==> src/hw/core_params.svh <==
// Core width parameters
// Shared sizes for the register file, datapath and immediate field
`ifndef CORE_PARAMS_SVH
`define CORE_PARAMS_SVH

// Datapath and result width
`define DATA_WIDTH 32

// Register file size
`define REG_COUNT 32
`define REG_ADDR_WIDTH 5

// LHW/LLW immediate, instruction bits 15 to 0
`define IMM_WIDTH 16

`endif

==> src/hw/exec_pkg.sv <==
// Execution package
// ALU operation codes and decoder state
package exec_pkg;

	// Matches the low four opcode bits
	typedef enum logic [3:0] {
		AluAdd = 4'b0000,
		AluSub = 4'b0001,
		AluLhw = 4'b0010,
		AluLlw = 4'b0011,
		AluAnd = 4'b0100,
		AluOr  = 4'b0101,
		AluXor = 4'b0110,
		AluNot = 4'b0111,
		AluSll = 4'b1000,
		AluSrl = 4'b1001,
		AluSra = 4'b1010
	} aluOpT;

	typedef enum logic {
		Running,
		Halted
	} decodeStateT;

endpackage

==> src/hw/isa_pkg.sv <==
// ISA package
// Opcode encoding and instruction field positions
package isa_pkg;

	typedef enum logic [5:0] {
		OpAdd    = 6'b00_0000,
		OpSub    = 6'b00_0001,
		OpLhw    = 6'b00_0010,
		OpLlw    = 6'b00_0011,
		OpAnd    = 6'b00_0100,
		OpOr     = 6'b00_0101,
		OpXor    = 6'b00_0110,
		OpNot    = 6'b00_0111,
		OpSll    = 6'b00_1000,
		OpSrl    = 6'b00_1001,
		OpSra    = 6'b00_1010,
		OpFlush  = 6'b00_1100,
		OpBranch = 6'b01_0000,
		OpCall   = 6'b01_0001,
		OpRet    = 6'b01_0010,
		OpLoad   = 6'b01_0100,
		OpStore  = 6'b01_0101,
		OpMult   = 6'b01_0110,
		OpDiv    = 6'b01_0111,
		OpFadd   = 6'b01_1000,
		OpFsub   = 6'b01_1001,
		OpFmult  = 6'b01_1010,
		OpFdiv   = 6'b01_1011,
		OpFtoi   = 6'b01_1100,
		OpItof   = 6'b01_1101,
		OpSqrt   = 6'b01_1110,
		OpHalt   = 6'b01_1111,
		OpEnqc   = 6'b10_0000,
		OpEnqd   = 6'b10_0100,
		OpDeqd   = 6'b10_0101
	} opcodeT;

	// Field bit ranges
	localparam int OpcodeMsb = 31;
	localparam int OpcodeLsb = 26;
	localparam int RdMsb     = 25;
	localparam int RdLsb     = 21;
	localparam int Rn1Msb    = 20;
	localparam int Rn1Lsb    = 16;
	localparam int Rn2Msb    = 15;
	localparam int Rn2Lsb    = 11;
	localparam int ShamtMsb  = 4;
	localparam int ShamtLsb  = 0;

endpackage

==> src/hw/AluExecute.sv <==
// Execute stage ALU
// Computes the result and signed overflow from registered operands
`include "core_params.svh"

module AluExecute import exec_pkg::*; (
	input  logic                       exValid,
	input  aluOpT                      exAluOp,
	input  logic [`DATA_WIDTH-1:0]     exOperandA,
	input  logic [`DATA_WIDTH-1:0]     exOperandB,
	input  logic [`IMM_WIDTH-1:0]      exImm,
	input  logic [4:0]                 exShift,
	input  logic [`REG_ADDR_WIDTH-1:0] exWriteAddr,
	input  logic                       exFlagEn,
	input  logic                       exIllegal,
	output logic                       resValid,
	output logic [`REG_ADDR_WIDTH-1:0] resAddr,
	output logic [`DATA_WIDTH-1:0]     resData,
	output logic                       resOverflow,
	output logic                       resFlagEn,
	output logic                       resIllegal
);

	localparam int Msb = `DATA_WIDTH - 1;

	logic [`DATA_WIDTH-1:0] sum;
	logic [`DATA_WIDTH-1:0] diff;

	assign sum  = exOperandA + exOperandB;
	assign diff = exOperandA - exOperandB;

	always_comb begin
		resData     = '0;
		resOverflow = 1'b0;
		case (exAluOp)
			AluAdd: begin
				resData     = sum;
				// Same-sign inputs with a sign flip
				resOverflow = (exOperandA[Msb] == exOperandB[Msb]) &&
					(sum[Msb] != exOperandA[Msb]);
			end
			AluSub: begin
				resData     = diff;
				resOverflow = (exOperandA[Msb] != exOperandB[Msb]) &&
					(diff[Msb] != exOperandA[Msb]);
			end
			// Upper half from the immediate, lower half kept
			AluLhw: resData = {exImm, exOperandA[`IMM_WIDTH-1:0]};
			AluLlw: resData = {{(`DATA_WIDTH - `IMM_WIDTH){1'b0}}, exImm};
			AluAnd: resData = exOperandA & exOperandB;
			AluOr:  resData = exOperandA | exOperandB;
			AluXor: resData = exOperandA ^ exOperandB;
			AluNot: resData = ~exOperandA;
			AluSll: resData = exOperandA << exShift;
			AluSrl: resData = exOperandA >> exShift;
			AluSra: resData = $signed(exOperandA) >>> exShift;
			default: resData = '0;
		endcase
	end

	assign resValid   = exValid && !exIllegal;
	assign resAddr    = exWriteAddr;
	assign resFlagEn  = exFlagEn;
	assign resIllegal = exIllegal;

endmodule

==> src/hw/ExecCore.sv <==
// Execution core top level
// Decode, register file, ALU and result stage
`include "core_params.svh"

module ExecCore import exec_pkg::*; (
	input  logic                       clk,
	input  logic                       rst,
	input  logic                       instrValid,
	input  logic [31:0]                instruction,
	output logic                       retireValid,
	output logic [`REG_ADDR_WIDTH-1:0] retireAddr,
	output logic [`DATA_WIDTH-1:0]     retireData,
	output logic                       zeroFlag,
	output logic                       negativeFlag,
	output logic                       overflowFlag,
	output logic                       illegalOp,
	output logic                       halted
);

	logic [`REG_ADDR_WIDTH-1:0] rdAddr0;
	logic [`REG_ADDR_WIDTH-1:0] rdAddr1;
	logic [`DATA_WIDTH-1:0]     rdData0;
	logic [`DATA_WIDTH-1:0]     rdData1;
	logic                       exValid;
	aluOpT                      exAluOp;
	logic [`DATA_WIDTH-1:0]     exOperandA;
	logic [`DATA_WIDTH-1:0]     exOperandB;
	logic [`IMM_WIDTH-1:0]      exImm;
	logic [4:0]                 exShift;
	logic [`REG_ADDR_WIDTH-1:0] exWriteAddr;
	logic                       exFlagEn;
	logic                       exIllegal;
	logic                       resValid;
	logic [`REG_ADDR_WIDTH-1:0] resAddr;
	logic [`DATA_WIDTH-1:0]     resData;
	logic                       resOverflow;
	logic                       resFlagEn;
	logic                       resIllegal;
	logic                       wrEn;
	logic [`REG_ADDR_WIDTH-1:0] wrAddr;
	logic [`DATA_WIDTH-1:0]     wrData;

	InstrDecode decode (.*);

	RegFile regFile (.*);

	AluExecute alu (.*);

	ResultStage result (.*);

endmodule

==> src/hw/InstrDecode.sv <==
// Instruction decoder
// Classifies opcodes, reads operands and loads the execute stage
`include "core_params.svh"

module InstrDecode import isa_pkg::*, exec_pkg::*; (
	input  logic                       clk,
	input  logic                       rst,
	input  logic                       instrValid,
	input  logic [31:0]                instruction,
	output logic [`REG_ADDR_WIDTH-1:0] rdAddr0,
	output logic [`REG_ADDR_WIDTH-1:0] rdAddr1,
	input  logic [`DATA_WIDTH-1:0]     rdData0,
	input  logic [`DATA_WIDTH-1:0]     rdData1,
	output logic                       exValid,
	output aluOpT                      exAluOp,
	output logic [`DATA_WIDTH-1:0]     exOperandA,
	output logic [`DATA_WIDTH-1:0]     exOperandB,
	output logic [`IMM_WIDTH-1:0]      exImm,
	output logic [4:0]                 exShift,
	output logic [`REG_ADDR_WIDTH-1:0] exWriteAddr,
	output logic                       exFlagEn,
	output logic                       exIllegal,
	output logic                       halted
);

	opcodeT                     opcode;
	decodeStateT                state;
	logic [`REG_ADDR_WIDTH-1:0] rd;
	logic [`REG_ADDR_WIDTH-1:0] rn1;
	logic [`REG_ADDR_WIDTH-1:0] rn2;
	logic                       accept;
	logic                       isSupported;
	logic                       isHalt;
	logic                       setsFlags;

	assign opcode = opcodeT'(instruction[OpcodeMsb:OpcodeLsb]);
	assign rd     = instruction[RdMsb:RdLsb];
	assign rn1    = instruction[Rn1Msb:Rn1Lsb];
	assign rn2    = instruction[Rn2Msb:Rn2Lsb];

	assign isSupported = opcode inside {OpAdd, OpSub, OpLhw, OpLlw, OpAnd, OpOr,
		OpXor, OpNot, OpSll, OpSrl, OpSra};
	assign isHalt    = (opcode == OpHalt);
	assign setsFlags = isSupported && !(opcode inside {OpLhw, OpLlw});
	assign accept    = instrValid && (state == Running);
	assign halted    = (state == Halted);

	// Read port selection follows the reference decoder
	always_comb begin
		case (opcode)
			OpLhw, OpEnqd: rdAddr0 = rd;
			OpCall, OpRet: rdAddr0 = `REG_ADDR_WIDTH'(1);
			default:       rdAddr0 = rn1;
		endcase
		case (opcode)
			OpStore: rdAddr1 = rd;
			OpLoad:  rdAddr1 = rn1;
			OpRet:   rdAddr1 = '0;
			default: rdAddr1 = rn2;
		endcase
	end

	always_ff @(posedge clk) begin
		if (rst) begin
			state     <= Running;
			exValid   <= 1'b0;
			exIllegal <= 1'b0;
			exFlagEn  <= 1'b0;
		end else begin
			exValid   <= accept && isSupported;
			exIllegal <= accept && !isSupported && !isHalt;
			exFlagEn  <= accept && setsFlags;
			if (accept && isHalt)
				state <= Halted;
		end
	end

	// Operand and payload capture
	always_ff @(posedge clk) begin
		if (accept) begin
			exAluOp     <= aluOpT'(opcode[3:0]);
			exOperandA  <= rdData0;
			exOperandB  <= rdData1;
			exImm       <= instruction[`IMM_WIDTH-1:0];
			exShift     <= instruction[ShamtMsb:ShamtLsb];
			exWriteAddr <= rd;
		end
	end

	haltBlocksIssue: assert property (@(posedge clk) disable iff (rst)
		state == Halted |-> !exValid);

endmodule

==> src/hw/RegFile.sv <==
// Register file with two read ports and one write port
// Reads bypass the write port when addresses match
`include "core_params.svh"

module RegFile (
	input  logic                       clk,
	input  logic                       rst,
	input  logic [`REG_ADDR_WIDTH-1:0] rdAddr0,
	input  logic [`REG_ADDR_WIDTH-1:0] rdAddr1,
	output logic [`DATA_WIDTH-1:0]     rdData0,
	output logic [`DATA_WIDTH-1:0]     rdData1,
	input  logic                       wrEn,
	input  logic [`REG_ADDR_WIDTH-1:0] wrAddr,
	input  logic [`DATA_WIDTH-1:0]     wrData
);

	logic [`DATA_WIDTH-1:0] regs [`REG_COUNT];

	always_ff @(posedge clk) begin
		if (rst) begin
			for (int i = 0; i < `REG_COUNT; i++)
				regs[i] <= '0;
		end else if (wrEn) begin
			regs[wrAddr] <= wrData;
		end
	end

	// Write-through so a back-to-back dependent instruction sees the new value
	assign rdData0 = (wrEn && wrAddr == rdAddr0) ? wrData : regs[rdAddr0];
	assign rdData1 = (wrEn && wrAddr == rdAddr1) ? wrData : regs[rdAddr1];

	wrAddrKnown: assert property (@(posedge clk) disable iff (rst)
		wrEn |-> !$isunknown(wrAddr));

endmodule

==> src/hw/ResultStage.sv <==
// Result stage
// Writes back, keeps the flags and reports retired instructions
`include "core_params.svh"

module ResultStage (
	input  logic                       clk,
	input  logic                       rst,
	input  logic                       resValid,
	input  logic [`REG_ADDR_WIDTH-1:0] resAddr,
	input  logic [`DATA_WIDTH-1:0]     resData,
	input  logic                       resOverflow,
	input  logic                       resFlagEn,
	input  logic                       resIllegal,
	output logic                       wrEn,
	output logic [`REG_ADDR_WIDTH-1:0] wrAddr,
	output logic [`DATA_WIDTH-1:0]     wrData,
	output logic                       retireValid,
	output logic [`REG_ADDR_WIDTH-1:0] retireAddr,
	output logic [`DATA_WIDTH-1:0]     retireData,
	output logic                       zeroFlag,
	output logic                       negativeFlag,
	output logic                       overflowFlag,
	output logic                       illegalOp
);

	assign wrEn   = resValid;
	assign wrAddr = resAddr;
	assign wrData = resData;

	always_ff @(posedge clk) begin
		if (rst) begin
			retireValid  <= 1'b0;
			illegalOp    <= 1'b0;
			zeroFlag     <= 1'b0;
			negativeFlag <= 1'b0;
			overflowFlag <= 1'b0;
		end else begin
			retireValid <= resValid;
			illegalOp   <= resIllegal;
			if (resValid && resFlagEn) begin
				zeroFlag     <= (resData == '0);
				negativeFlag <= resData[`DATA_WIDTH-1];
				overflowFlag <= resOverflow;
			end
		end
	end

	always_ff @(posedge clk) begin
		if (resValid) begin
			retireAddr <= resAddr;
			retireData <= resData;
		end
	end

	retireOrIllegal: assert property (@(posedge clk) disable iff (rst)
		!(retireValid && illegalOp));

endmodule

==> config.mk <==
export PLATFORM = sky130hd
export DESIGN_NAME = ExecCore
export DESIGN_NICKNAME = d
export VERILOG_FILES = /design/src/hw/exec_pkg.sv /design/src/hw/isa_pkg.sv /design/src/hw/AluExecute.sv /design/src/hw/ExecCore.sv /design/src/hw/InstrDecode.sv /design/src/hw/RegFile.sv /design/src/hw/ResultStage.sv
export VERILOG_INCLUDE_DIRS = /design/src /design/src/hw
export SDC_FILE = /design/constraint.sdc
export NUM_CORES = 2
export LEC_CHECK = 0
export BUFFER_PORTS_ARGS = -buffer_cell sky130_fd_sc_hd__buf_2
export CAP_MARGIN = 20
export CORE_MARGIN = 1.5
export CORE_UTILIZATION = 45
export DETAILED_ROUTE_END_ITERATION = 16
export MAX_ROUTING_LAYER = met4
export PLACE_DENSITY = 0.6
export SYNTH_ARGS = -nofsm -noshare
export SYNTH_HDL_FRONTEND = slang
export SYNTH_HIERARCHICAL = 1
export SYNTH_SLANG_ARGS = --single-unit
==> constraint.sdc <==
create_clock -name clk -period 5.2 [get_ports clk]
set_clock_uncertainty 0.2 [all_clocks]
set_input_delay 0.52 -clock clk [delete_from_list [all_inputs] [get_ports clk]]
set_output_delay 0.52 -clock clk [all_outputs]
set_load 0.05 [all_outputs]
# --- Word-level counts from Yosys, hierarchy flattened ---
# Memory sizes are Yosys's and may differ from the RTL's.
# Cells that the tools add are included.
op_classes:
  n_addsub: 2
  eq_ne: 32
  shifts: 3
  muxes: 14
  bitwise_logic: 5
  n_reduce_logical: 25
op_table:
  columns: ["op", "count"]
  rows:
  - ["32-bit one-hot mux with 11 select lines", 1]
  - ["32-bit 2-to-1 mux", 3]
  - ["32-bit adder", 1]
  - ["32-bit AND", 1]
  - ["32-bit zero test", 1]
  - ["32-bit NOT", 1]
  - ["32-bit OR", 1]
  - ["32-bit OR reduction", 1]
  - ["32-bit by 5-bit << shifter with 32-bit output", 1]
  - ["32-bit by 5-bit >> shifter with 32-bit output", 1]
  - ["32-bit by 5-bit >>> shifter with 32-bit output", 1]
  - ["32-bit subtractor", 1]
  - ["32-bit bitwise XOR", 1]
  - ["6-bit by 5-bit equality test with 1-bit output, second input constant", 5]
  - ["6-bit by 3-bit equality test with 1-bit output, second input constant", 4]
  - ["6-bit by 4-bit equality test with 1-bit output, second input constant", 3]
  - ["4-bit by 3-bit equality test with 1-bit output, second input constant", 4]
  - ["5-bit one-hot mux with 3 select lines", 1]
  - ["1-bit logical AND", 13]
  - ["4-bit equality test, second input constant", 3]
  - ["6-bit by 2-bit equality test with 1-bit output, second input constant", 2]
  - ["11-bit nonzero test", 1]
  - ["5-bit equality test", 2]
  - ["5-bit one-hot mux with 2 select lines", 1]
  - ["other kinds (15)", 27]
word_totals:
  ff_bits: 140
  mem_bits_rw: 1024
  input_bits: 35
  output_inout_bits: 43
  mem_count: 1
mem_list:
  columns: ["name", "words", "word_bits", "rd", "rd_ports_with_merged_regs", "wr", "line", "rtl"]
  rows:
  - ["regFile.regs", 32, 32, 2, 0, 32, "RegFile.sv:17", "logic [`DATA_WIDTH-1:0] regs [`REG_COUNT];"]

# --- Depth between registers and ports, before layout ---
depth:
  word_depth: 7
  depth_mapped: 17
  depth_no_buf: 15

# --- Modules after synthesis ---
# Netlist, hierarchy kept.
modules_own_cells:
  columns: ["mod", "n_inst", "cells_per_inst", "area_each_um2", "seq_area_each_um2"]
  rows:
  - ["RegFile", 1, 4088, 56221.4, 30749.5]
  - ["AluExecute", 1, 1303, 9053.7, 0.0]
  - ["InstrDecode", 1, 150, 3200.6, 2752.6]
  - ["ResultStage", 1, 102, 1629.1, 1211.2]

# --- Worst setup path after synthesis ---
# Ideal clock, no wire load.
synth_path:
  path_type: "reg-to-reg"
  from: "reg decode.state (netlist: decode/halted)"
  to: "reg decode.exAluOp[0], enable pin"
  setup_ns: 0.546
  t_arrival_ns: 4.465
  setup_slack_ns: -0.010
  stages_incl_launch_ff: 2
  synth_period_minus_slack_ns: 5.210
  cell_sequence: "dfxtp_1 nor2b_1"
synth_via:
  elab_chain_cells: 2
synth_lines:
  columns: ["element", "line", "rtl"]
  rows:
  - ["start, declared", "InstrDecode.sv:27", "decodeStateT state;"]
  - ["start signal, assigned", "InstrDecode.sv:65", "state <= Running;"]
  - ["start signal, assigned", "InstrDecode.sv:74", "state <= Halted;"]
  - ["1-bit NOT", "InstrDecode.sv:45", "assign accept = instrValid && (state == Running);"]
  - ["1-bit logical AND", "InstrDecode.sv:45", null]
  - ["named net decode.accept", "InstrDecode.sv:31", "logic accept;"]
  - ["end signal, assigned", "InstrDecode.sv:81", "exAluOp <= aluOpT'(opcode[3:0]);"]
  - ["end, declared", "InstrDecode.sv:15", "output aluOpT exAluOp,"]
# The timed path passes the listed nets, and every way through them passes these cells.
# A chain may end at the register's enable or synchronous reset.

# --- Worst setup path in the final report ---
layout_path:
  from: "in instruction[27]"
  to: "reg decode.exOperandB[5] (data pin)"
layout_via:
  elab_chain_cells: 5
  elab_cells_between_ends: 8
layout_lines:
  columns: ["element", "line", "rtl"]
  rows:
  - ["start, declared", "ExecCore.sv:9", "input logic [31:0] instruction,"]
  - ["6-bit by 5-bit equality test with 1-bit output", "InstrDecode.sv:55", "case (opcode)"]
  - ["5-bit one-hot mux with 3 select lines (*)", "InstrDecode.sv:55", null]
  - ["named net rdAddr1[1]", "ExecCore.sv:21", "logic [`REG_ADDR_WIDTH-1:0] rdAddr1;"]
  - ["branches (longest 2 deep; another with memory read 32 x 32 bit)", null, null]
  - ["32-bit 2-to-1 mux (*)", "RegFile.sv:30", "assign rdData1 = (wrEn && wrAddr == rdAddr1) ? wrData : regs[rdAddr1];"]
  - ["named net rdData1[5]", "ExecCore.sv:23", "logic [`DATA_WIDTH-1:0] rdData1;"]
  - ["end signal, assigned", "InstrDecode.sv:83", "exOperandB <= rdData1;"]
  - ["end, declared", "InstrDecode.sv:17", "output logic [`DATA_WIDTH-1:0] exOperandB,"]
# Mark *: on every way through the listed nets, which the timed path passes.

==> reports/qor.csv <==
stage;metric;value;unit
timing;FMAX;199;MHz
synth;syn_area_per_cell;12.4;um2
critical_path;Critical path buffers and inverters;5;
die;die height;398;um
timing;fin crit share;96.8;%
grt;initial antenna violation count;24;
place;# placed instances;7549;
synth;main area contributors after synthesis;edfxtp_1 49%, mux4_2 10%, and2_1 8.9%, mux2_2 4.3%, mux2i_1 3.9%;
grt;gr usage total;36.5;%
grt;first-pass GRT wire length;393000;um
place;post-place setup slack;-264;ps
critical_path;Worst EP required;5490;ps
synth;ys flop type;edfxtp_1;
synth;mux cell area share after synthesis;18.4;%
synth;#FFs+latches synth;1159;
synth;Synth Cell Area;70100;um2
critical_path;reg2reg setup slack;200;ps
power;logic gate share of total power;22.1;%
grt;vias in the first global route;49646;
clock_network;Clock Pin Slew Worst Setup and Hold Paths;60;ps
synth;Distinct cells, synth;109;
critical_path;worst path cell trace;dlygate4sd3_1 -> buf_2 -> nor3b_1 -> o21ai_0 -> a221o_4 -> buf_12 -> buf_4 -> nand2b_1 -> buf_4 -> o22ai_1 -> o311a_1 -> o31ai_1;
clock_network;clk_lat worst skew;810;ps
die;io pins;78;
detailed_routing;Pre-antenna DRT Iters;5;
timing;Slew Viols, Final;0;
synth;number of flops mapped to enable cells by yosys;1150;
synth;area leader, netlist;edfxtp_1;
clock_network;clock sinks;1159;
synth;Synth Area in Compound Gates;10.0;%
power;P_leak;29.1;nW
critical_path;Data arrival, critical path;5320;ps
layout;# nets final;5814;
synth;simple-gate area share of the yosys netlist;14.8;%
run;Max-Cap Viols;0;
timing;final setup fails;0;
layout;area delta synth->final;12.0;%
die;chip width;398;um
synth;Synth Net Count;5784;
power;P per Cell Area;330;nW/um2
detailed_routing;final wirelength;283000;um
critical_path;CP Capture Type;flop;
critical_path;worst setup path category;input pin to flop;
critical_path;delay-heaviest family, CP;compound AO/OA/AOI/OAI gates;
power;Pint;17.8;mW
die;Die ar.;158000;um2
timing;Final Hold Fails;0;
detailed_routing;via count;51987;
detailed_routing;wire per inst;36.1;um
synth;most frequent cell after synthesis;edfxtp_1;
timing;RSZ-0062 raised after global routing;false;
die;Core Region;154000;um2
critical_path;CP dominant cell by count;buf_4;
detailed_routing;post-route ant nets;0;
layout;ratio of cells with drive above 1 in the final layout;24.2;%
die;# rows;144;
synth;top-area cell type share of the netlist area;49.3;%
run_status;status;completed;
place;Final HPWL DP;191000;um
place;GP Congestion;1.00;
critical_path;CP Launch Type;input pin;
power;sw power;8.16;mW
clock_network;clk buf depth;3;
hold_path;Worst Hold Class;input pin to flop;
critical_path;slowest CP cell;o21ai_0;
synth;most frequent cells after synthesis;1,150 x edfxtp_1, 1,001 x and2_1, 319 x mux4_2;
timing;worst-margin pin slew;1190;ps
critical_path;Max stage delay on crit path;690;ps
synth;xor/xnor share of the synthesized area;0.425;%
synth;main combinational cell family by area after synthesis;multiplexers;
detailed_routing;drc violations;0;
detailed_routing;average vias per placed instance;6.63;
timing;Final WS setup;166;ps
synth;post-synthesis adder-cell area fraction;1.91;%
clock_network;Clock Tree Root;clkbuf_16;
power;Net Sw Frac;31.4;%
clock_network;CTS Buf Count;134;
critical_path;Max Fanout on Critical Path;39;
grt;GRT Residual Overflow;0;
layout;non-filler cells, final;7839;
detailed_routing;1st-iter DRT viols;7434;
synth;Seq/Total Area, Yosys;49.5;%
power;clock share of power;35.7;%
timing;Rel. slew slack;20.7;%
clock_network;CTS tree;done;
clock_network;H-tree depth;4;
power;Peak supply drop;0.000359;V
die;Initial Utilization;45.4;%
power;share of total power in sequential cells;42.3;%
place;Port Buffers;77;
synth;Synth Instances;5643;
grt;largest net degree at the start of global routing;98;
synth;Synth async-reset ratio;0;%
synth;Synth Warn #;6;
timing;fin crit period;5030;ps
-- logic make-up after synthesis --
logic type,after synthesis
adder cells (fa/ha/maj),106
buffers and inverters,703
AO/OA/AOI/OAI,973
multiplexers,855
flip-flops,1159
AND/OR/NAND/NOR,1813
XOR/XNOR,34
-- layout by cell type (no fill, tap or decap), types with 30 or more instances in the layout --
| cell | count |
|---|---|
| dlygate4sd3_1 | 30 |
| or3_1 | 30 |
| o21ai_0 | 98 |
| a211oi_1 | 66 |
| o31ai_1 | 38 |
| clkbuf_16 | 137 |
| nor2_1 | 177 |
| mux2_2 | 265 |
| and2_1 | 1001 |
| or2_2 | 36 |
| a22oi_1 | 149 |
| a21oi_1 | 129 |
| inv_1 | 99 |
| mux2i_1 | 270 |
| buf_2 | 77 |
| edfxtp_1 | 1150 |
| o22ai_1 | 127 |
| mux4_2 | 319 |
| nor2b_1 | 77 |
| ha_1 | 104 |
| clkbuf_1 | 38 |
| buf_12 | 47 |
| nor2_2 | 34 |
| a221oi_1 | 31 |
| nand3_1 | 45 |
| nand2b_1 | 40 |
| nand2_1 | 205 |
| buf_4 | 337 |
| o211ai_1 | 56 |
| nor3_1 | 54 |
-- state kept, by name (all words and copies together) (netlist names), 4 cells and up --
register and count:
result/retireData 32, regFile/regs 1024, decode/exAluOp 4, result/retireAddr 5, decode/exWriteAddr 5, decode/exOperandA 32, decode/exOperandB 32, decode/exImm 16
-- worst register-to-register path, stage by stage (launching register included) --
cell and delay (ps):
edfxtp_1 550, inv_1 120, ha_1 430, nor2b_1 200
o31ai_1 540, a211o_1 370, a2111oi_4 130, o31ai_4 370
o31ai_1 160, a221oi_1 320, xnor2_1 200, o211ai_1 280
buf_4 200, buf_4 390, nand2_1 120, o31ai_1 150
-- cell type report --
| cell class | instances | area, um2 |
|---|---|---|
| inverter | 106 | 398 |
| antenna | 16 | 40.0 |
| multi-input combinational | 3781 | 32500 |
| clock buffer | 177 | 3600 |
| tap | 2044 | 2560 |
| sequential | 1159 | 34700 |
| clock inverter | 65 | 616 |
| timing repair buffer | 491 | 4160 |
| fill | 13237 | 75900 |
-- stage by stage --
step                instance area (um2)  setup TNS [ps]  hold slack, ps  power, mW  util, %
global route                      78500               0             158       26.5     50.9
finish                            78500               0             143       25.9     50.9
global placement                  73900           -5840             268       16.6     47.9
floorplan                         70100               0             299       14.2        -
detailed placement                73900           -5030             278       16.6     47.9
CTS                               78500               0            93.7       25.8     50.8
-- metal layers --
layer / track usage [%] / vias up / part of all wire, % / wire, um
met3: 8.78 / 639 / 12 / 32700
met5: - / - / 0 / 0
met4: 17.9 / 0 / 5.5 / 15700
met1: 47.9 / 26484 / 39 / 110000
met2: 53.0 / 3506 / 44 / 125000
li1: - / 21358 / - / -
-- final timing paths --
| kind | cells past startpoint | end | start |
|---|---|---|---|
| min reg2reg | 2 | result/negativeFlag | result/negativeFlag |
| max reg2reg | 15 | decode/exOperandB[28] | decode/exOperandA[2] |
| min | 4 | decode/exIllegal | instruction[30] |
| max | 12 | decode/exOperandB[5] | instruction[27] |
-- power groups by stage --
stage          Combinational [mW]  Sequential (mW)  Clock [mW]
2_1_floorplan                3.18             11.0           0
3_3_place_gp                 5.50             11.1           0
3_5_place_dp                 5.49             11.2           0
4_1_cts                      5.55             11.0        9.32
5_1_grt                      5.88             11.0        9.66
6_report                     5.73             11.0        9.25
-- repair_timing --
item / CTS / global route
setup endpoints to repair: 35 / 3
hold buffers: 30 / 0
gates resized for setup: 1 / 3
pin swaps: 0 / 0
setup buffers: 2 / 0
endpoints found under the hold margin: 33 / 0
Power figures use the tool's default switching activity.
